### config.mk
export PLATFORM = sky130hd
export DESIGN_NAME = resdmacTop
export DESIGN_NICKNAME = d
export VERILOG_FILES = /design/src/rtl/sdmacRegPkg.sv /design/src/rtl/sdmacBusPkg.sv /design/src/rtl/dmaRegisters.sv /design/src/rtl/dmaFifo.sv /design/src/rtl/scsiPortSm.sv /design/src/rtl/cpuBusMaster.sv /design/src/rtl/resdmacTop.sv
export SDC_FILE = /design/constraint.sdc
export NUM_CORES = 1
export LEC_CHECK = 0
export BUFFER_PORTS_ARGS = -buffer_cell sky130_fd_sc_hd__buf_2
export CORE_AREA = 2 2 156 189
export CTS_BUF_LIST = sky130_fd_sc_hd__clkbuf_8
export CTS_CLUSTER_DIAMETER = 40
export CTS_CLUSTER_SIZE = 24
export DETAILED_ROUTE_END_ITERATION = 10
export DIE_AREA = 0 0 158 191
export PLACE_DENSITY = 0.81
export SLEW_MARGIN = 40
export SYNTH_ARGS = -nofsm -noshare
export SYNTH_HDL_FRONTEND = slang
export SYNTH_HIERARCHICAL = 1
export SYNTH_SLANG_ARGS = --single-unit
### constraint.sdc
create_clock -name QnCPUCLK -period 10.1 [get_ports QnCPUCLK]
set_input_delay 3.03 -clock QnCPUCLK [delete_from_list [all_inputs] [get_ports QnCPUCLK]]
set_output_delay 3.03 -clock QnCPUCLK [all_outputs]
set_load 0.02 [all_outputs]
### src/rtl/sdmacRegPkg.sv
package sdmacRegPkg;

    // Bus data width
    localparam int DATA_W = 32;

    // Register word index taken from ADDR[6:2]
    typedef enum logic [4:0] {
        CNTR   = 5'h02,   // Control, byte 0x08
        ACR    = 5'h03,   // Address counter, byte 0x0C
        ST_DMA = 5'h04,   // Start DMA strobe
        FLUSH  = 5'h05,   // Flush partial longword
        CINT   = 5'h06,   // Clear latched interrupt
        ISTR   = 5'h07,   // Status
        SP_DMA = 5'h0F    // Stop DMA strobe
    } regAddrE;

    // CNTR bit positions
    localparam int CNTR_DMADIR = 1;   // Set for memory to SCSI
    localparam int CNTR_INTENA = 2;

    // ISTR bit positions
    localparam int ISTR_INT   = 0;    // Interrupt pending
    localparam int ISTR_FE    = 1;    // FIFO empty
    localparam int ISTR_FF    = 2;    // FIFO full
    localparam int ISTR_DMAON = 3;

endpackage

### src/rtl/sdmacBusPkg.sv
package sdmacBusPkg;

    // Transfer direction, as held in CNTR
    typedef enum logic {
        SCSI_TO_MEM = 1'b0,
        MEM_TO_SCSI = 1'b1
    } dmaDirE;

    // SCSI byte cycle: two strobe cycles and one recover cycle
    typedef enum logic [1:0] {
        S_IDLE,
        S_STROBE1,
        S_STROBE2,
        S_RECOVER
    } scsiStateE;

    // Bus master sequence
    typedef enum logic [2:0] {
        M_IDLE,
        M_REQ,       // Bus requested, waiting for grant
        M_CYCLE,     // Longword cycle in progress
        M_WAIT,      // FIFO and counter settle after the ack
        M_RELEASE
    } masterStateE;

endpackage

### src/rtl/dmaRegisters.sv
`timescale 1ns/1ps

module dmaRegisters (
    input  logic                             QnCPUCLK,
    input  logic                             rstN_i,
    input  logic                             regWr_i,
    input  logic                             regRd_i,
    input  sdmacRegPkg::regAddrE             regAddr_i,
    input  logic [sdmacRegPkg::DATA_W-1:0]   regWdata_i,
    input  logic                             fifoEmpty_i,
    input  logic                             fifoFull_i,
    input  logic                             intA_i,
    input  logic                             acrInc_i,
    output logic [sdmacRegPkg::DATA_W-1:0]   regRdata_o,
    output logic                             regAck_o,
    output sdmacBusPkg::dmaDirE              dmaDir_o,
    output logic                             dmaEna_o,
    output logic                             flushReq_o,
    output logic [sdmacRegPkg::DATA_W-1:0]   acr_o,
    output logic                             intN_o
);
    import sdmacRegPkg::*;
    import sdmacBusPkg::*;

    logic [7:0]        cntrReg;
    logic [DATA_W-1:0] acrReg;
    logic              dmaEnaReg;
    logic              intPend;      // Latched on rising edge of INTA
    logic              intAD;        // INTA delayed for edge detect
    logic [DATA_W-1:0] istrVal;
    logic [DATA_W-1:0] rdMux;

    always_comb begin
        istrVal             = '0;
        istrVal[ISTR_INT]   = intPend;
        istrVal[ISTR_FE]    = fifoEmpty_i;
        istrVal[ISTR_FF]    = fifoFull_i;
        istrVal[ISTR_DMAON] = dmaEnaReg;
    end

    always_comb begin
        case (regAddr_i)
            CNTR:    rdMux = {{(DATA_W-8){1'b0}}, cntrReg};
            ACR:     rdMux = acrReg;
            ISTR:    rdMux = istrVal;
            default: rdMux = '0;   // Command strobes read as zero
        endcase
    end

    always_ff @(posedge QnCPUCLK or negedge rstN_i) begin
        if (!rstN_i) begin
            cntrReg    <= '0;
            acrReg     <= '0;
            dmaEnaReg  <= 1'b0;
            intPend    <= 1'b0;
            intAD      <= 1'b0;
            flushReq_o <= 1'b0;
            regAck_o   <= 1'b0;
        end else begin
            regAck_o   <= regWr_i | regRd_i;
            flushReq_o <= regWr_i && (regAddr_i == FLUSH);
            intAD      <= intA_i;

            if (intA_i && !intAD)
                intPend <= 1'b1;
            else if (regWr_i && (regAddr_i == CINT))
                intPend <= 1'b0;

            if (acrInc_i)
                acrReg <= acrReg + 32'd4;   // Next longword

            if (regWr_i) begin
                case (regAddr_i)
                    CNTR:    cntrReg   <= regWdata_i[7:0];
                    ACR:     acrReg    <= {regWdata_i[DATA_W-1:2], 2'b00};
                    ST_DMA:  dmaEnaReg <= 1'b1;
                    SP_DMA:  dmaEnaReg <= 1'b0;
                    default: ;
                endcase
            end
        end
    end

    // Read data registered alongside the ack
    always_ff @(posedge QnCPUCLK) begin
        if (regRd_i)
            regRdata_o <= rdMux;
    end

    assign dmaDir_o = dmaDirE'(cntrReg[CNTR_DMADIR]);
    assign dmaEna_o = dmaEnaReg;
    assign acr_o    = acrReg;
    assign intN_o   = ~(intA_i & cntrReg[CNTR_INTENA]);

    aRegStrobeExcl: assert property (@(posedge QnCPUCLK) disable iff (!rstN_i)
        !(regWr_i && regRd_i));

endmodule

### src/rtl/dmaFifo.sv
`timescale 1ns/1ps

module dmaFifo #(
    parameter int FIFO_DEPTH = 8
) (
    input  logic                 QnCPUCLK,
    input  logic                 rstN_i,
    input  sdmacBusPkg::dmaDirE  dmaDir_i,
    input  logic                 byteIn_i,
    input  logic [7:0]           pd_i,
    input  logic                 byteTaken_i,
    input  logic                 flushReq_i,
    input  logic                 wordPush_i,
    input  logic                 wordPop_i,
    input  logic [31:0]          memRdata_i,
    output logic [7:0]           byteOut_o,
    output logic                 byteAvail_o,
    output logic                 byteSpace_o,
    output logic                 wordAvail_o,
    output logic                 wordSpace_o,
    output logic [31:0]          wordOut_o,
    output logic                 fifoEmpty_o,
    output logic                 fifoFull_o
);
    import sdmacBusPkg::*;

    localparam int AW = $clog2(FIFO_DEPTH);

    logic [31:0] mem [FIFO_DEPTH];
    logic [AW:0] wrPtr;            // Extra bit tells full from empty
    logic [AW:0] rdPtr;
    logic [1:0]  byteOff;          // Byte lane, 0 is bits 31:24
    logic [4:0]  laneSel;
    logic [31:0] packReg;
    logic [31:0] packNext;
    logic [31:0] flushMask;
    logic [31:0] memWrData;
    logic        packCommit;
    logic        flushClr;
    logic        flushCommit;
    logic        lastByteTaken;
    logic        memWrEn;

    assign laneSel   = {~byteOff, 3'b000};   // 8 * (3 - byteOff)
    assign flushMask = ~(32'hFFFF_FFFF >> {byteOff, 3'b000});

    always_comb begin
        packNext                = packReg;
        packNext[laneSel +: 8]  = pd_i;
    end

    assign packCommit    = byteIn_i && (byteOff == 2'd3);
    assign flushClr      = flushReq_i && (dmaDir_i == SCSI_TO_MEM) && !byteIn_i;
    assign flushCommit   = flushClr && (byteOff != 2'd0);   // Nothing to commit when empty
    assign lastByteTaken = byteTaken_i && (byteOff == 2'd3);
    assign memWrEn       = wordPush_i | packCommit | flushCommit;

    always_comb begin
        if (wordPush_i)
            memWrData = memRdata_i;
        else if (packCommit)
            memWrData = packNext;
        else
            memWrData = packReg & flushMask;   // Low lanes padded with zero
    end

    always_ff @(posedge QnCPUCLK) begin
        if (memWrEn)
            mem[wrPtr[AW-1:0]] <= memWrData;
        if (byteIn_i)
            packReg <= packNext;
    end

    always_ff @(posedge QnCPUCLK or negedge rstN_i) begin
        if (!rstN_i) begin
            wrPtr   <= '0;
            rdPtr   <= '0;
            byteOff <= '0;
        end else begin
            if (memWrEn)
                wrPtr <= wrPtr + 1'b1;
            if (wordPop_i || lastByteTaken)
                rdPtr <= rdPtr + 1'b1;
            if (byteIn_i || byteTaken_i)
                byteOff <= byteOff + 1'b1;   // Wraps at the longword boundary
            else if (flushClr)
                byteOff <= '0;
        end
    end

    assign fifoEmpty_o = (wrPtr == rdPtr);
    assign fifoFull_o  = (wrPtr[AW] != rdPtr[AW]) && (wrPtr[AW-1:0] == rdPtr[AW-1:0]);

    assign wordOut_o   = mem[rdPtr[AW-1:0]];
    assign byteOut_o   = wordOut_o[laneSel +: 8];   // MSB first
    assign wordAvail_o = !fifoEmpty_o;
    assign wordSpace_o = !fifoFull_o;
    assign byteSpace_o = (dmaDir_i == SCSI_TO_MEM) && !fifoFull_o;
    assign byteAvail_o = (dmaDir_i == MEM_TO_SCSI) && !fifoEmpty_o;

    aFifoBounds: assert property (@(posedge QnCPUCLK) disable iff (!rstN_i)
        !(memWrEn && fifoFull_o) && !(wordPop_i && fifoEmpty_o));

endmodule

### src/rtl/scsiPortSm.sv
`timescale 1ns/1ps

module scsiPortSm (
    input  logic                 QnCPUCLK,
    input  logic                 rstN_i,
    input  logic                 dmaEna_i,
    input  sdmacBusPkg::dmaDirE  dmaDir_i,
    input  logic                 dreqN_i,
    input  logic                 byteSpace_i,
    input  logic                 byteAvail_i,
    output logic                 dackN_o,
    output logic                 iorN_o,
    output logic                 iowN_o,
    output logic                 byteIn_o,
    output logic                 byteTaken_o
);
    import sdmacBusPkg::*;

    scsiStateE state;
    scsiStateE nextState;
    dmaDirE    cycDir;        // Direction fixed for the whole byte cycle
    logic      startOk;
    logic      strobeOn;

    assign startOk = dmaEna_i && !dreqN_i &&
                     ((dmaDir_i == SCSI_TO_MEM) ? byteSpace_i : byteAvail_i);

    always_comb begin
        nextState = state;
        case (state)
            S_IDLE:    if (startOk) nextState = S_STROBE1;
            S_STROBE1: nextState = S_STROBE2;
            S_STROBE2: nextState = S_RECOVER;
            S_RECOVER: nextState = startOk ? S_STROBE1 : S_IDLE;   // Back to back bytes
            default:   nextState = S_IDLE;
        endcase
    end

    always_ff @(posedge QnCPUCLK or negedge rstN_i) begin
        if (!rstN_i) begin
            state  <= S_IDLE;
            cycDir <= SCSI_TO_MEM;
        end else begin
            state <= nextState;
            if (nextState == S_STROBE1)
                cycDir <= dmaDir_i;
        end
    end

    assign strobeOn = (state == S_STROBE1) || (state == S_STROBE2);

    assign dackN_o = !strobeOn;
    assign iorN_o  = !(strobeOn && (cycDir == SCSI_TO_MEM));   // Chip read
    assign iowN_o  = !(strobeOn && (cycDir == MEM_TO_SCSI));

    // FIFO strobes at the end of the second strobe cycle
    assign byteIn_o    = (state == S_STROBE2) && (cycDir == SCSI_TO_MEM);
    assign byteTaken_o = (state == S_STROBE2) && (cycDir == MEM_TO_SCSI);

    aStrobeExcl: assert property (@(posedge QnCPUCLK) disable iff (!rstN_i)
        !(!iorN_o && !iowN_o));

endmodule

### src/rtl/cpuBusMaster.sv
`timescale 1ns/1ps

module cpuBusMaster (
    input  logic                 QnCPUCLK,
    input  logic                 rstN_i,
    input  logic                 dmaEna_i,
    input  sdmacBusPkg::dmaDirE  dmaDir_i,
    input  logic [31:0]          acr_i,
    input  logic                 wordAvail_i,
    input  logic                 wordSpace_i,
    input  logic [31:0]          wordOut_i,
    input  logic                 busGrant_i,
    input  logic                 memAck_i,
    output logic                 busReq_o,
    output logic                 own_o,
    output logic                 memReq_o,
    output logic                 memWe_o,
    output logic [31:0]          memAddr_o,
    output logic [31:0]          memWdata_o,
    output logic                 wordPush_o,
    output logic                 wordPop_o,
    output logic                 acrInc_o
);
    import sdmacBusPkg::*;

    masterStateE state;
    masterStateE nextState;
    logic        work;
    logic        ackCycle;

    // A word to write out, or room for one coming in
    assign work     = dmaEna_i && ((dmaDir_i == SCSI_TO_MEM) ? wordAvail_i : wordSpace_i);
    assign ackCycle = (state == M_CYCLE) && memAck_i;

    always_comb begin
        nextState = state;
        case (state)
            M_IDLE:    if (work) nextState = M_REQ;
            M_REQ: begin
                if (!dmaEna_i)
                    nextState = M_RELEASE;
                else if (busGrant_i)
                    nextState = M_CYCLE;
            end
            M_CYCLE:   if (memAck_i) nextState = M_WAIT;   // SP_DMA waits for the ack
            M_WAIT:    nextState = work ? M_CYCLE : M_RELEASE;
            M_RELEASE: nextState = M_IDLE;
            default:   nextState = M_IDLE;
        endcase
    end

    always_ff @(posedge QnCPUCLK or negedge rstN_i) begin
        if (!rstN_i)
            state <= M_IDLE;
        else
            state <= nextState;
    end

    assign own_o    = (state == M_CYCLE) || (state == M_WAIT);
    assign busReq_o = (state == M_REQ) || own_o;
    assign memReq_o = (state == M_CYCLE);
    assign memWe_o  = memReq_o && (dmaDir_i == SCSI_TO_MEM);

    // Address and data stay put until the ack moves the counter and FIFO
    assign memAddr_o  = acr_i;
    assign memWdata_o = wordOut_i;

    assign wordPop_o  = ackCycle && (dmaDir_i == SCSI_TO_MEM);
    assign wordPush_o = ackCycle && (dmaDir_i == MEM_TO_SCSI);
    assign acrInc_o   = ackCycle;

    aReqOwned: assert property (@(posedge QnCPUCLK) disable iff (!rstN_i)
        memReq_o |-> own_o);

    aReqHeld: assert property (@(posedge QnCPUCLK) disable iff (!rstN_i)
        memReq_o && !memAck_i |=> memReq_o && $stable(memAddr_o));

endmodule

### src/rtl/resdmacTop.sv
`timescale 1ns/1ps

module resdmacTop #(
    parameter int FIFO_DEPTH = 8
) (
    input  logic                             QnCPUCLK,
    input  logic                             rstN_i,
    input  logic                             regWr_i,
    input  logic                             regRd_i,
    input  sdmacRegPkg::regAddrE             regAddr_i,
    input  logic [sdmacRegPkg::DATA_W-1:0]   regWdata_i,
    input  logic                             dreqN_i,
    input  logic [7:0]                       pd_i,
    input  logic                             intA_i,
    input  logic                             busGrant_i,
    input  logic                             memAck_i,
    input  logic [31:0]                      memRdata_i,
    output logic [sdmacRegPkg::DATA_W-1:0]   regRdata_o,
    output logic                             regAck_o,
    output logic                             dackN_o,
    output logic                             iorN_o,
    output logic                             iowN_o,
    output logic [7:0]                       pd_o,
    output logic                             intN_o,
    output logic                             busReq_o,
    output logic                             own_o,
    output logic                             memReq_o,
    output logic                             memWe_o,
    output logic [31:0]                      memAddr_o,
    output logic [31:0]                      memWdata_o
);
    import sdmacBusPkg::*;

    dmaDirE      dmaDir;
    logic        dmaEna, flushReq, acrInc;
    logic [31:0] acr;
    logic [31:0] wordOut;
    logic        fifoEmpty, fifoFull;
    logic        byteIn, byteTaken, byteAvail, byteSpace;   // SCSI side of the FIFO
    logic        wordAvail, wordSpace, wordPush, wordPop;   // Memory side

    dmaRegisters dmaRegisters_inst (
        .QnCPUCLK   (QnCPUCLK),   .rstN_i     (rstN_i),
        .regWr_i    (regWr_i),    .regRd_i    (regRd_i),
        .regAddr_i  (regAddr_i),  .regWdata_i (regWdata_i),
        .fifoEmpty_i(fifoEmpty),  .fifoFull_i (fifoFull),
        .intA_i     (intA_i),     .acrInc_i   (acrInc),
        .regRdata_o (regRdata_o), .regAck_o   (regAck_o),
        .dmaDir_o   (dmaDir),     .dmaEna_o   (dmaEna),
        .flushReq_o (flushReq),   .acr_o      (acr),
        .intN_o     (intN_o)
    );

    dmaFifo #(.FIFO_DEPTH(FIFO_DEPTH)) dmaFifo_inst (
        .QnCPUCLK   (QnCPUCLK),   .rstN_i     (rstN_i),
        .dmaDir_i   (dmaDir),     .byteIn_i   (byteIn),
        .pd_i       (pd_i),       .byteTaken_i(byteTaken),
        .flushReq_i (flushReq),   .wordPush_i (wordPush),
        .wordPop_i  (wordPop),    .memRdata_i (memRdata_i),
        .byteOut_o  (pd_o),       .byteAvail_o(byteAvail),
        .byteSpace_o(byteSpace),  .wordAvail_o(wordAvail),
        .wordSpace_o(wordSpace),  .wordOut_o  (wordOut),
        .fifoEmpty_o(fifoEmpty),  .fifoFull_o (fifoFull)
    );

    scsiPortSm scsiPortSm_inst (
        .QnCPUCLK   (QnCPUCLK),   .rstN_i     (rstN_i),
        .dmaEna_i   (dmaEna),     .dmaDir_i   (dmaDir),
        .dreqN_i    (dreqN_i),    .byteSpace_i(byteSpace),
        .byteAvail_i(byteAvail),  .dackN_o    (dackN_o),
        .iorN_o     (iorN_o),     .iowN_o     (iowN_o),
        .byteIn_o   (byteIn),     .byteTaken_o(byteTaken)
    );

    cpuBusMaster cpuBusMaster_inst (
        .QnCPUCLK   (QnCPUCLK),   .rstN_i     (rstN_i),
        .dmaEna_i   (dmaEna),     .dmaDir_i   (dmaDir),
        .acr_i      (acr),        .wordAvail_i(wordAvail),
        .wordSpace_i(wordSpace),  .wordOut_i  (wordOut),
        .busGrant_i (busGrant_i), .memAck_i   (memAck_i),
        .busReq_o   (busReq_o),   .own_o      (own_o),
        .memReq_o   (memReq_o),   .memWe_o    (memWe_o),
        .memAddr_o  (memAddr_o),  .memWdata_o (memWdata_o),
        .wordPush_o (wordPush),   .wordPop_o  (wordPop),
        .acrInc_o   (acrInc)
    );

endmodule

### Word level (Yosys, flattened, before mapping)

Memories as Yosys holds them, arrays and structs flattened.
Cells that the tools add are included.
W data, S select, Z words.

* register bits after elaboration: 125
* bits in writable memories: 256
* input bits: 85
* logic and storage cells: 125
* memories kept: 1

* add/sub/neg operators: 5
* eq/ne operators: 21
* shift-type cells: 4
* mux-type cells: 25
* bitwise gates (word level): 10
* reductions and logical operators: 44

Memory list
* dmaFifo_inst.mem: depth 8, bits a word 32, rd ports 1, clocked after memory_dff 0, write ports 1, line dmaFifo.sv:29 `logic [31:0] mem [FIFO_DEPTH];`

Operators by type and width (number)
* $mux W32: 5
* $pmux W32 S3: 1
* $add A32 B3 Y32 const B: 1
* $and A32 B32 Y32: 1
* $bwmux W32: 1
* $not A32 Y32: 1
* $shift A8 B7 Y32 const A: 1
* $shiftx A32 B6 Y8: 1
* $shiftx A8 B7 Y32: 1
* $shr A32 B5 Y32 const A: 1
* $logic_and A1 B1 Y1: 22
* $eq A5 B3 Y1 const B: 4
* $mux W3: 5
* $pmux W3 S4: 1
* $eq A5 B2 Y1 const B: 2
* $add A4 B1 Y4 const B: 2
* $logic_not A1 Y1: 8
* $pmux W2 S4: 1
* $reduce_bool A2 Y1: 4
* $mux W1: 7
* $neg A5 Y7: 1
* $eq A2 B2 Y1 const B: 3
* $eq A3 B2 Y1 const B: 2
* $mux W2: 3
* 20 further kinds: 30

### Logic depth before layout (Yosys ltp)

Gate-level depths: netlist (run 1).

* depth in word-level cells: 9
* gate-level depth with buffers: 10
* depth with buffers taken out: 8

### Modules after synthesis

The synthesis (run 1) kept the hierarchy.

Modules (own cells, without submodules)
* dmaFifo: times used 1, cells each 680, area an instance 12429.4 sq um, sequential area each 8898.5 sq um
* dmaRegisters: times used 1, cells each 296, area an instance 3467.1 sq um, sequential area each 2037.0 sq um
* cpuBusMaster: times used 1, cells each 88, area an instance 683.2 sq um, sequential area each 75.1 sq um
* scsiPortSm: times used 1, cells each 21, area an instance 210.2 sq um, sequential area each 75.1 sq um

### Least setup slack after synthesis (run 1)

Ideal clock, no wire load.

* path type: in2reg
* start: input memAck_i
* end: memory dmaFifo_inst.mem[0][0], enable pin
* library setup time: 0.461 ns
* arrival: 6.091 ns
* required time: 9.639 ns
* setup slack: 3.548 ns
* stages: 6
* path buffers: 1
* path through: and3_1 clkbuf_1 a21oi_1 o41ai_2 nand2b_1 nor3_1

* word-level cells in the longest chain between the ends: 6

Ends and longest elaborated chain
* start, declared: line resdmacTop.sv:16 `input logic memAck_i,`
* $logic_and A1 B1 Y1: line cpuBusMaster.sv:33 `assign ackCycle = (state == M_CYCLE) && memAck_i;`
* $logic_and A1 B1 Y1: line cpuBusMaster.sv:69 `assign wordPush_o = ackCycle && (dmaDir_i == MEM_TO_SCSI);`
* $or A1 B1 Y1 (2 in series): line dmaFifo.sv:56 `assign memWrEn = wordPush_i | packCommit | flushCommit;`
* $mux W1: line dmaFifo.sv:68 `if (memWrEn)`
* $mux W1 (implied by the code): line dmaFifo.sv:69 `mem[wrPtr[AW-1:0]] <= memWrData;`
* end, declared: line dmaFifo.sv:29

Every way passes these cells.

### Worst setup path after layout (run 1)

* start: register dmaFifo_inst.rdPtr[0]
* end: output pd_o[5]

* word-level cells in the longest chain between the ends: 2

Ends and longest elaborated chain
* start, declared: line dmaFifo.sv:31 `logic [AW:0] rdPtr;`
* start signal, assigned: line dmaFifo.sv:83 `rdPtr <= rdPtr + 1'b1;`
* $mem_v2 Z8 W32
* $shiftx A32 B6 Y8: line dmaFifo.sv:95 `assign byteOut_o = wordOut_o[laneSel +: 8];`
* end, declared: line resdmacTop.sv:23 `output logic [7:0] pd_o,`

Every way passes these cells.

==> summary.md, run 1 <==
| Metric | Value |
|---|---|
| Post-CTS sizing | `0` |
| Final Cell Area | `approximately 0.019 mm2` |
| Startpoint Class | `flop` |
| Unrepaired setup endpoints after global routing | `false` |
| Measured slew at the worst slew-check pin | `about 0.80 ns` |
| Crit path max fanout | `30` |
| # nets final | `~1300` |
| Hold Path Class | `flop to flop` |
| Total GRT Usage | `between 20 and 30%` |
| Avg Inst Size Synth | `15.47 um2` |
| Area Overhead vs Synth | `10.67%` |
| Core area | `around 0.028 mm2` |
| R2R Path Start | `dmaFifo_inst/byteOff[1]` |
| M2 GR Usage | `approximately two fifths` |
| First-pass GRT wire length | `approximately 56000 um` |
| Initial antenna violation count | `3` |
| Period utilization | `65.01%` |
| LEAKAGE | `6.903 nW` |
| Post-route ant nets | `0` |
| Unique masters post-synth | `between 60 and 70` |
| Cell area after synthesis | `between 0.015 and 0.02 mm2` |
| Utilization after layout | `approximately 65%` |
| Clk slew on worst S/H paths | `about 0.090 ns` |
| Max clock buf depth | `3` |
| Total negative setup slack | `0 ns` |
| Final WS setup | `3.534 ns` |
| GR Util met1 | `between 30% and 40%` |
| Routed length per instance | `~23 um` |
| Min-Delay Startpoint | `dmaRegisters_inst/intAD` |
| Max-capacitance violation count | `0` |
| Initial Utilization | `between 50% and 60%` |
| Vias | `approximately 9900` |
| Hpwl dp | `23660 um` |
| Synth async-reset ratio | `between 10% and 20%` |
| CTS Sinks | `about 380` |
| Seq/Total Area, Yosys | `~66%` |
| Final wirelength | `around 38000 um` |
| Post-Route Skew | `between 0.03 and 0.04 ns` |
| Post-place instance area | `roughly 0.018 mm2` |
| Post-synth EDFFs | `320` |
| Rel. slew slack | `approximately 46%` |
| Synth warnings | `6` |
| Cell count after synthesis | `roughly 1100` |
| Initial DRT Pass Iterations | `5` |
| Gr ovfl total | `0` |
| Critical R2R Capture | `dmaFifo_inst/mem[6][10]` |
| Hold Buf Count CTS | `0` |
| PortBufs | `slightly below 200` |
| Post CTS Setup Buffer Count | `0` |
| Hold path depth | `1` |
| Worst slack at placement | `between 3 and 4 ns` |
| Worst hold endpoint | `dmaRegisters_inst/intPend` |
| Die width | `around 160 um` |
| Crit Path Class | `flop to output port` |
| Worst Reg-to-Reg Cells | `6` |
| CTS root buffer | `clkbuf_8` |
| Htree depth | `2` |
| Final Setup Violations | `0` |
| I/O pin count | `~200` |
| Ys flop type | `edfxtp_1` |
| Vias per cell | `6.012` |
| Crit. End Element | `output port` |
| DR iter-0 viols | `930` |
| Endpoints failing hold | `0` |
| Fmax | `~150 MHz` |
| Routing usage on met3 | `around 5%` |
| Pwr dens | `281.0 mW/mm2` |
| Register bit total from synthesis | `379` |
| Outcome | `finished, final reports clean` |
| Cell chain of the critical path | `buf_12 -> buf_4 -> mux4_2 -> mux2_2 -> o22ai_1 -> nor2_1 -> buf_2` |
| Slowest CP cell | `dfrtp_4` |
| CP required | `7.07 ns` |
| Busiest layer in global routing | `met2` |
| Largest net degree at the start of global routing | `65` |
| Share of layout cells above drive strength 1 | `~34%` |
| TritonCTS clock tree | `done` |
| Placer congestion estimate | `a little over 0.8` |
| Final hold slack | `roughly 0.46 ns` |
| Crit path time final | `about 6.6 ns` |
| Final Max Slew Viols | `0` |
| # rows | `slightly below 70` |
| Residual DRC | `0` |
| Slowest cell delay on critical path | `about 0.65 ns` |
| Reg2Reg Setup Slack | `roughly 6.8 ns` |
| Arrival time at the worst endpoint | `approximately 3.5 ns` |
| Skew-Pair Late Insertion Delay | `0.57 ns` |
| CTS Buf Count | `38` |
| Die Y | `approximately 190 um` |
| Maximum vdd drop | `~0.00015 V` |
| Vias in the first global route | `between 9000 and 10000` |
| Die footprint | `between 0.03 and 0.04 mm2` |
## cell usage after synthesis (all sizes together), types with 24 or more instances
cell / instances / area, um2
buf: 83 / 601.8
dfrtp: 59 / 1476
inv: 33 / 123.9
nand3: 34 / 180.2
nand2: 36 / 145.1
clkbuf: 31 / 117.6
nor2: 62 / 235.2
a22o: 28 / 245.2
mux2: 49 / 585.6
and2: 29 / 181.4
edfxtp: 320 / 9609
mux4: 64 / 1441
o21ai: 24 / 120.1
a21oi: 40 / 204.0
nor2b: 28 / 175.2
## flip-flops by register name, indices dropped and copies added, names as in the netlist
name,cells
dmaFifo_inst/mem,256
dmaFifo_inst/packReg,32
dmaRegisters_inst/regRdata_o,32
dmaRegisters_inst/acr_o,30
dmaRegisters_inst/cntrReg,8
dmaFifo_inst/rdPtr,4
dmaFifo_inst/wrPtr,4
cpuBusMaster_inst/state,3
dmaFifo_inst/byteOff,2
scsiPortSm_inst/state,2
dmaRegisters_inst/dmaEna_o,1
dmaRegisters_inst/flushReq_o,1
dmaRegisters_inst/intAD,1
dmaRegisters_inst/intPend,1
dmaRegisters_inst/regAck_o,1
scsiPortSm_inst/cycDir,1
## cell families after synthesis
group | synth area share [%]
AO/OA/AOI/OAI | 5.738
XOR/XNOR | 2.034
adder cells (fa/ha/maj) | 0.8942
buffers and inverters | 5.045
flip-flops | 66.03
multiplexers | 12.25
other | 0.02233
AND/OR/NAND/NOR | 7.989
## cell usage in the layout (no fill, tap or decap), types with 7 or more instances in the layout
cell / count
a21o_1: 9
a21oi_1: 39
a22o_1: 28
a31oi_1: 17
and2_1: 29
buf_2: 195
buf_4: 14
clkbuf_8: 39
dfrtp_1: 57
edfxtp_1: 320
ha_1: 12
inv_1: 33
inv_6: 7
mux2_2: 40
mux2_4: 9
mux4_2: 64
nand2_1: 32
nand2b_1: 7
nand3_1: 32
nand4_1: 14
nor2_1: 56
nor2b_1: 27
o21ai_0: 7
o21ai_1: 17
o22ai_1: 17
xnor2_1: 16
xor2_1: 23
## worst max path at each step
stage                                     start                     end  slack, ns  cells past startpoint
final                     dmaFifo_inst/rdPtr[0]                 pd_o[5]       3.53                      7
after global routing      dmaFifo_inst/rdPtr[0]                 pd_o[0]       3.36                      7
after CTS                 dmaFifo_inst/rdPtr[0]                 pd_o[5]       3.32                      6
after detailed placement                 intA_i                  intN_o       3.71                      3
after global placement                   intA_i                  intN_o       3.72                      3
after floorplan                        memAck_i  dmaFifo_inst/mem[0][0]       3.55                      6
## where the power goes
group / leakage [nW] / switching [mW] / total [mW] / internal, mW
sequential: 3.69 / 0.181 / 2.22 / 2.04
combinational: 2.82 / 1.22 / 1.99 / 0.776
clock: 0.403 / 0.586 / 1.01 / 0.427
total: 6.90 / 1.98 / 5.22 / 3.24
## area by class of cell
| cell class | count | area [um2] |
|---|---|---|
| inverter | 34 | 127.6 |
| sequential | 379 | 11090 |
| clock inverter | 29 | 275.3 |
| fill | 1986 | 9836 |
| timing repair buffer | 212 | 1124 |
| antenna | 2 | 5.005 |
| tap | 385 | 481.7 |
| multi-input combinational | 559 | 4941 |
| clock buffer | 39 | 536.8 |
## per-layer routing
metal | part of all wire [%] | up-vias
li1 | - | 4347
met1 | 37 | 4874
met2 | 49 | 541
met3 | 9.5 | 90
met4 | 3.5 | 2
met5 | 0.032 | -
## critical path, delay by kind of cell (launching register included)
family | cells | cell delay, ns
flip-flops | 1 | 0.65
buffers and inverters | 3 | 1.00
multiplexers | 2 | 0.89
AO/OA/AOI/OAI | 1 | 0.31
AND/OR/NAND/NOR | 1 | 0.12
## metrics by stage
| stage | total power, mW | instances |
|---|---|---|
| after global routing | 5.455 | 1637 |
| after floorplan | 3.783 | 1086 |
| after global placement | 4.165 | 1568 |
| after detailed placement | 4.227 | 1568 |
| after CTS | 5.232 | 1636 |
| final | 5.222 | 1639 |
(Power assumes the default switching activity.)
==> inputs of run 2 (changes only) <==
--- a/config.mk
+++ b/config.mk
@@ -6,13 +6,13 @@
 export NUM_CORES = 1
 export LEC_CHECK = 0
 export BUFFER_PORTS_ARGS = -buffer_cell sky130_fd_sc_hd__buf_2
-export CORE_AREA = 2 2 156 189
+export CORE_AREA = 2 2 163 197
 export CTS_BUF_LIST = sky130_fd_sc_hd__clkbuf_8
 export CTS_CLUSTER_DIAMETER = 40
 export CTS_CLUSTER_SIZE = 24
 export DETAILED_ROUTE_END_ITERATION = 10
-export DIE_AREA = 0 0 158 191
-export PLACE_DENSITY = 0.81
+export DIE_AREA = 0 0 165 199
+export PLACE_DENSITY = 0.78
 export SLEW_MARGIN = 40
 export SYNTH_ARGS = -nofsm -noshare
 export SYNTH_HDL_FRONTEND = slang
==> constraint.sdc (replaced) <==
create_clock -name QnCPUCLK -period 5.7 [get_ports QnCPUCLK]
set_input_delay 1.71 -clock QnCPUCLK [delete_from_list [all_inputs] [get_ports QnCPUCLK]]
set_output_delay 1.71 -clock QnCPUCLK [all_outputs]
set_load 0.02 [all_outputs]
==> run 2 against run 1 <==
Sequential power rose by 82%; critical path depth rose by 1; die area rose by 8.8%; worst setup slack got worse by 2.8 ns; cell area rose by 0.50%; register-to-register slack got worse by 4.8 ns; clock power rose by 80%; routed wire length rose by 1.5%; total power rose by 79%; first-iteration DRC count fell by 5.2%; flip-flop and latch count did not move; critical path type unchanged; largest power group unchanged.
==> summary.md, run 2 (synthesized netlist as in run 1, its figures left out) <==
| Metric | Value |
|---|---|
| Placer congestion estimate | `0.8005 (-0.84%)` |
| Final Setup Violations | `0 (unchanged)` |
| # nets final | `1324 (+0.23%)` |
| DR iter-0 viols | `882 (-5.2%)` |
| Hpwl dp | `25580 um (+8.1%)` |
| Arrival time at the worst endpoint | `3.28 ns (-0.26 ns)` |
| Slowest CP cell | `dfrtp_4` |
| Vias per cell | `5.923 (-1.5%)` |
| Final Max Slew Viols | `0 (unchanged)` |
| Post-CTS sizing | `0 (unchanged)` |
| Critical Path Start | `dmaFifo_inst/rdPtr[0]` |
| Measured slew at the worst slew-check pin | `0.7889 ns (-0.01521 ns)` |
| # rows | `71 (+4.4%)` |
| Maximum vdd drop | `0.0002974 V (+100%)` |
| CTS Buf Count | `39 (+2.6%)` |
| Largest net degree at the start of global routing | `61 (-6.2%)` |
| Rel. slew slack | `47.00% (+1.4 points)` |
| Sequential Area | `0.01110 mm2 (about the same)` |
| R2R Path Start | `dmaFifo_inst/byteOff[1]` |
| Period utilization | `between 80% and 90%` |
| Clk slew on worst S/H paths | `0.11 ns (+0.02 ns)` |
| Crit Path Class | `flop to output port` |
| Die Y | `199 um (+4.2%)` |
| Fmax | `~200 MHz` |
| CTS root buffer | `clkbuf_8` |
| Fin cells | `1659 (+1.2%)` |
| Core area | `0.03100 mm2 (+9.1%)` |
| LEAKAGE | `6.946 nW (+0.62%)` |
| Area Overhead vs Synth | `11.22%` |
| Most common cell after layout, fill and taps aside | `edfxtp_1` |
| Final hold slack | `0.4252 ns (-0.03143 ns)` |
| Htree depth | `2 (unchanged)` |
| I/O pin count | `198 (unchanged)` |
| Vias | `9827 (-0.27%)` |
| Initial antenna violation count | `2 (-1)` |
| FILL cells | `2260 (+14%)` |
| Hold Buf Count CTS | `0 (unchanged)` |
| Initial DRT Pass Iterations | `5 (unchanged)` |
| Pwr dens | `499.5 mW/mm2 (+78%)` |
| Total negative setup slack | `0 ns (unchanged)` |
| Placed insts | `1587 (+1.2%)` |
| Final Power | `9.328 mW (+79%)` |
| CTS Sinks | `379 (unchanged)` |
| CP required | `3.99 ns (-3.08 ns)` |
| First-pass GRT wire length | `57560 um (+2.2%)` |
| PortBufs | `195 (unchanged)` |
| Initial Utilization | `54.15% (-4.9 points)` |
| Slowest cell delay on critical path | `0.66 ns (about the same)` |
| Skew-Pair Late Insertion Delay | `0.58 ns (about the same)` |
| Leading cell types in the layout, fill and taps excluded | `edfxtp_1 (320), buf_2 (195), mux4_2 (64), nor2_1 (56), dfrtp_1 (56)` |
| Min-Delay Startpoint | `dmaRegisters_inst/intAD` |
| TritonCTS clock tree | `done` |
| Final WS setup | `0.7090 ns (-2.825 ns)` |
| Final wirelength | `38450 um (+1.5%)` |
| Crit. End Element | `output port` |
| Routed length per instance | `23.18 um (+0.24%)` |
| Total GRT Usage | `23.62% (-1.5 points)` |
| Vias in the first global route | `9847 (+1.0%)` |
| Max clock buf depth | `3 (unchanged)` |
| Gr ovfl total | `0 (unchanged)` |
| Share of layout cells above drive strength 1 | `34.08% (+0.051 points)` |
| Crit path time final | `approximately 5.0 ns` |
| Multi-input gate area | `0.004956 mm2 (+0.30%)` |
| Cell chain of the critical path | `buf_16 -> buf_12 -> buf_4 -> mux4_2 -> mux2_2 -> o22ai_1 -> nor2_1 -> buf_2` |
| Crit path max fanout | `17 (-43%)` |
| Final Cell Area | `0.01867 mm2 (+0.50%)` |
| Post-route ant nets | `0 (unchanged)` |
| Outcome | `finished, final reports clean` |
| Hold Path Class | `flop to flop` |
| Startpoint Class | `flop` |
| Max reg flops | `256 (unchanged)` |
| Die footprint | `0.03284 mm2 (+8.8%)` |
| Max-capacitance violation count | `0 (unchanged)` |
| Unrepaired setup endpoints after global routing | `false` |
| Worst slack at placement | `1.271 ns (-2.437 ns)` |
| Residual DRC | `0 (unchanged)` |
| Post-Route Skew | `0.02260 ns (-0.01352 ns)` |
| Post CTS Setup Buffer Count | `0 (unchanged)` |
| Utilization after layout | `60.23% (-5.2 points)` |
| Endpoints failing hold | `0 (unchanged)` |
| Post-place instance area | `0.01783 mm2 (+0.55%)` |
| Die width | `165 um (+4.4%)` |
[run 2: cell count changes in the layout (fill, tap and decap cells not counted), moves of 2 or more]
cell / previous run / this run
buf_6: 2 / 0
clkinv_2: 2 / 5
clkinvlp_4: 6 / 4
buf_4: 14 / 17
inv_6: 7 / 3
clkinv_4: 6 / 2
clkinv_8: 0 / 5
inv_1: 33 / 36
dfrtp_4: 1 / 3
[run 2: per-layer routing]
layer | routed length [um] | global-route usage [%]
met1 | 14950 | 31.25
met2 | 18930 | 38.83
met3 | 3332 | 5.192
met4 | 1235 | 8.213
met5 | 0 | 0
[run 2: path summary, 6_finish.rpt]
path,to,slack (ns),cells after the start
worst min-delay path,dmaRegisters_inst/intPend,0.43,1
worst min register to register,dmaRegisters_inst/intPend,0.43,1
max in group asynchronous,dmaFifo_inst/rdPtr[2],3.66,2
worst max-delay path,pd_o[5],0.71,8
min in group asynchronous,dmaRegisters_inst/acr_o[15],1.11,1
worst max register to register,dmaFifo_inst/mem[6][10],2.05,6
[run 2: worst max-delay path: cells and delay by family (launching register included)]
| kind | cells | cell delay, ns |
|---|---|---|
| buffers and inverters | 4 | 0.93 |
| AOI/OAI and AO/OA | 1 | 0.15 |
| muxes | 2 | 0.84 |
| DFF | 1 | 0.66 |
| and+or+nand+nor | 1 | 0.09 |
[run 2: layout make-up]
class	instances	area share, %
antenna	2	0.02680
clock buffer	40	2.948
clock inverter	30	1.528
inverter	34	0.6834
multi-input combinational	559	26.54
sequential	379	59.42
tap	401	2.687
timing repair buffer	214	6.164
[run 2: power breakdown]
part           internal (mW)  switching, mW
logic                   1.40           2.06
registers               3.61          0.438
clock network          0.769           1.05
total                   5.78           3.55
==> inputs of run 3 (changes only) <==
--- a/config.mk
+++ b/config.mk
@@ -6,12 +6,12 @@
 export NUM_CORES = 1
 export LEC_CHECK = 0
 export BUFFER_PORTS_ARGS = -buffer_cell sky130_fd_sc_hd__buf_2
-export CORE_AREA = 2 2 163 197
+export CORE_AREA = 5 5 181 183
 export CTS_BUF_LIST = sky130_fd_sc_hd__clkbuf_8
 export CTS_CLUSTER_DIAMETER = 40
 export CTS_CLUSTER_SIZE = 24
 export DETAILED_ROUTE_END_ITERATION = 10
-export DIE_AREA = 0 0 165 199
+export DIE_AREA = 0 0 186 188
 export PLACE_DENSITY = 0.78
 export SLEW_MARGIN = 40
 export SYNTH_ARGS = -nofsm -noshare
==> run 3 against run 2 <==
Flip-flop and latch count did not move; worst setup slack improved by 0.12 ns; critical path depth fell by 2; fmax rose by 2.5%; combinational power rose by 1%; routed wire length rose by 0.29%; first-iteration DRC count fell by 11%; hold slack got worse by 0.0034 ns; core utilization rose by 0.46 points.
==> summary.md, run 3 (synthesized netlist as in run 1, its figures left out) <==
| Metric | Value |
|---|---|
| Outcome | `finished, final reports clean` |
| Hold Buf Count CTS | `0 (unchanged)` |
| Multi-input gate area | `0.004970 mm2 (+0.28%)` |
| Post CTS Setup Buffer Count | `0 (unchanged)` |
| Crit path time final | `4.869 ns (-0.1224 ns)` |
| Endpoints failing hold | `0 (unchanged)` |
| Die footprint | `0.03497 mm2 (+6.5%)` |
| Initial Utilization | `54.04% (-0.11 points)` |
| Placer congestion estimate | `0.7826 (-2.2%)` |
| Met3 WL | `3857 um (+16%)` |
| Area Overhead vs Synth | `12.31%` |
| Rel. slew slack | `47.30% (+0.30 points)` |
| Measured slew at the worst slew-check pin | `0.7905 ns (+0.001618 ns)` |
| CTS root buffer | `clkbuf_8` |
| Leading cell types in the layout, fill and taps excluded | `edfxtp_1 (320), buf_2 (195), mux4_2 (64), dfrtp_1 (57), nor2_1 (56)` |
| Placed insts | `1586 (-0.063%)` |
| Utilization after layout | `60.70% (+0.46 points)` |
| Core area | `0.03107 mm2 (+0.21%)` |
| Arrival time at the worst endpoint | `3.16 ns (-0.12 ns)` |
| Crit path max fanout | `42 (+25)` |
| DR top layer | `met5` |
| Period utilization | `85.41% (-2.1 points)` |
| Gr ovfl total | `0 (unchanged)` |
| TritonCTS clock tree | `done` |
| I/O pin count | `198 (unchanged)` |
| Skew-Pair Late Insertion Delay | `0.61 ns (+0.03 ns)` |
| Routed length per instance | `23.15 um (-0.14%)` |
| Residual DRC | `0 (unchanged)` |
| Fin cells | `1666 (+0.42%)` |
| Max reg flops | `256 (unchanged)` |
| Hold Path Class | `flop to flop` |
| Most common cell after layout, fill and taps aside | `edfxtp_1` |
| Maximum vdd drop | `0.0002765 V (-7.0%)` |
| First-pass GRT wire length | `58930 um (+2.4%)` |
| PortBufs | `195 (unchanged)` |
| FILL cells | `2300 (+1.8%)` |
| Vias | `9871 (+0.45%)` |
| Largest net degree at the start of global routing | `61 (unchanged)` |
| Max-capacitance violation count | `0 (unchanged)` |
| Total GRT Usage | `22.00% (-1.6 points)` |
| Die width | `186 um (+13%)` |
| Startpoint Class | `flop` |
| Post-CTS sizing | `0 (unchanged)` |
| Htree depth | `2 (unchanged)` |
| CTS Buf Count | `43 (+10%)` |
| Vias in the first global route | `10040 (+2.0%)` |
| Crit Path Class | `flop to output port` |
| Share of layout cells above drive strength 1 | `34.73% (+0.65 points)` |
| Post-Route Skew | `0.05112 ns (+0.02852 ns)` |
| Vias per cell | `5.925 (about the same)` |
| DR iter-0 viols | `789 (-11%)` |
| Final Max Slew Viols | `0 (unchanged)` |
| Die Y | `188 um (-5.5%)` |
| LEAKAGE | `7.026 nW (+1.1%)` |
| CTS Sinks | `379 (unchanged)` |
| Crit. End Element | `output port` |
| Sequential Area | `0.01109 mm2 (about the same)` |
| WL met2 | `18470 um (-2.5%)` |
| Unrepaired setup endpoints after global routing | `false` |
| Post-route ant nets | `0 (unchanged)` |
| # nets final | `1326 (+0.15%)` |
| Total negative setup slack | `0 ns (unchanged)` |
| Clk slew on worst S/H paths | `0.11 ns (about the same)` |
| CP required | `3.99 ns (about the same)` |
| Fmax | `205.4 MHz (+2.5%)` |
| # diodes | `0 (-2)` |
| Hpwl dp | `24780 um (-3.1%)` |
| Pwr dens | `507.2 mW/mm2 (+1.5%)` |
| Initial antenna violation count | `3 (+1)` |
| Final hold slack | `0.4218 ns (-0.003370 ns)` |
| Final wirelength | `38560 um (+0.29%)` |
| Initial DRT Pass Iterations | `8 (+3)` |
| Max clock buf depth | `3 (unchanged)` |
| Final Setup Violations | `0 (unchanged)` |
| Final Power | `9.565 mW (+2.5%)` |
| DRT met1 WL | `15280 um (+2.2%)` |
| # rows | `65 (-8.5%)` |
==> run 3: final timing paths <==
path                                           from                           to  slack (ns)  depth (start not counted)
max                           dmaFifo_inst/rdPtr[0]                      pd_o[6]        0.83                          6
min                         dmaRegisters_inst/intAD    dmaRegisters_inst/intPend        0.42                          1
max reg2reg                scsiPortSm_inst/state[0]      dmaFifo_inst/mem[4][11]        2.10                          9
min reg2reg                 dmaRegisters_inst/intAD    dmaRegisters_inst/intPend        0.42                          1
max in group asynchronous                    rstN_i        dmaFifo_inst/rdPtr[0]        3.64                          2
min in group asynchronous                    rstN_i  dmaRegisters_inst/acr_o[27]        1.19                          1
==> run 3: power breakdown <==
part	switching, mW	internal [mW]	total (mW)	leakage (nW)
sequential	0.386	3.61	3.99	3.69
combinational	2.13	1.38	3.51	2.83
clock	1.13	0.931	2.06	0.514
==> run 3: critical path, cell delays in order (launching register included) <==
cell and delay, ns:
dfrtp_4 0.81, buf_12 0.37, mux4_2 0.54, mux2_2 0.29, o22ai_1 0.21, nor2_1 0.12
buf_2 0.17
==> run 3: final cells by class <==
type	instances	area share, %
clock buffers	45	3.284
clock inverters	35	2.150
inverters	34	0.6768
multi-input cells	559	26.36
flip-flops and latches	379	58.81
well taps	402	2.667
repair buffers	212	6.051
==> run 3: metrics by stage <==
step,setup WS [ns],area (um2)
6_report,0.8314,18860
5_1_grt,0.6101,18860
4_1_cts,0.7619,18830
3_5_place_dp,1.404,17800
3_3_place_gp,1.432,17790
2_1_floorplan,0.1280,16790
==> run 3: layer usage <==
layer,up-vias,global-route usage (%)
li1,4369,-
met1,4953,31.19
met2,480,34.47
met3,63,5.645
met4,6,5.605
met5,-,0
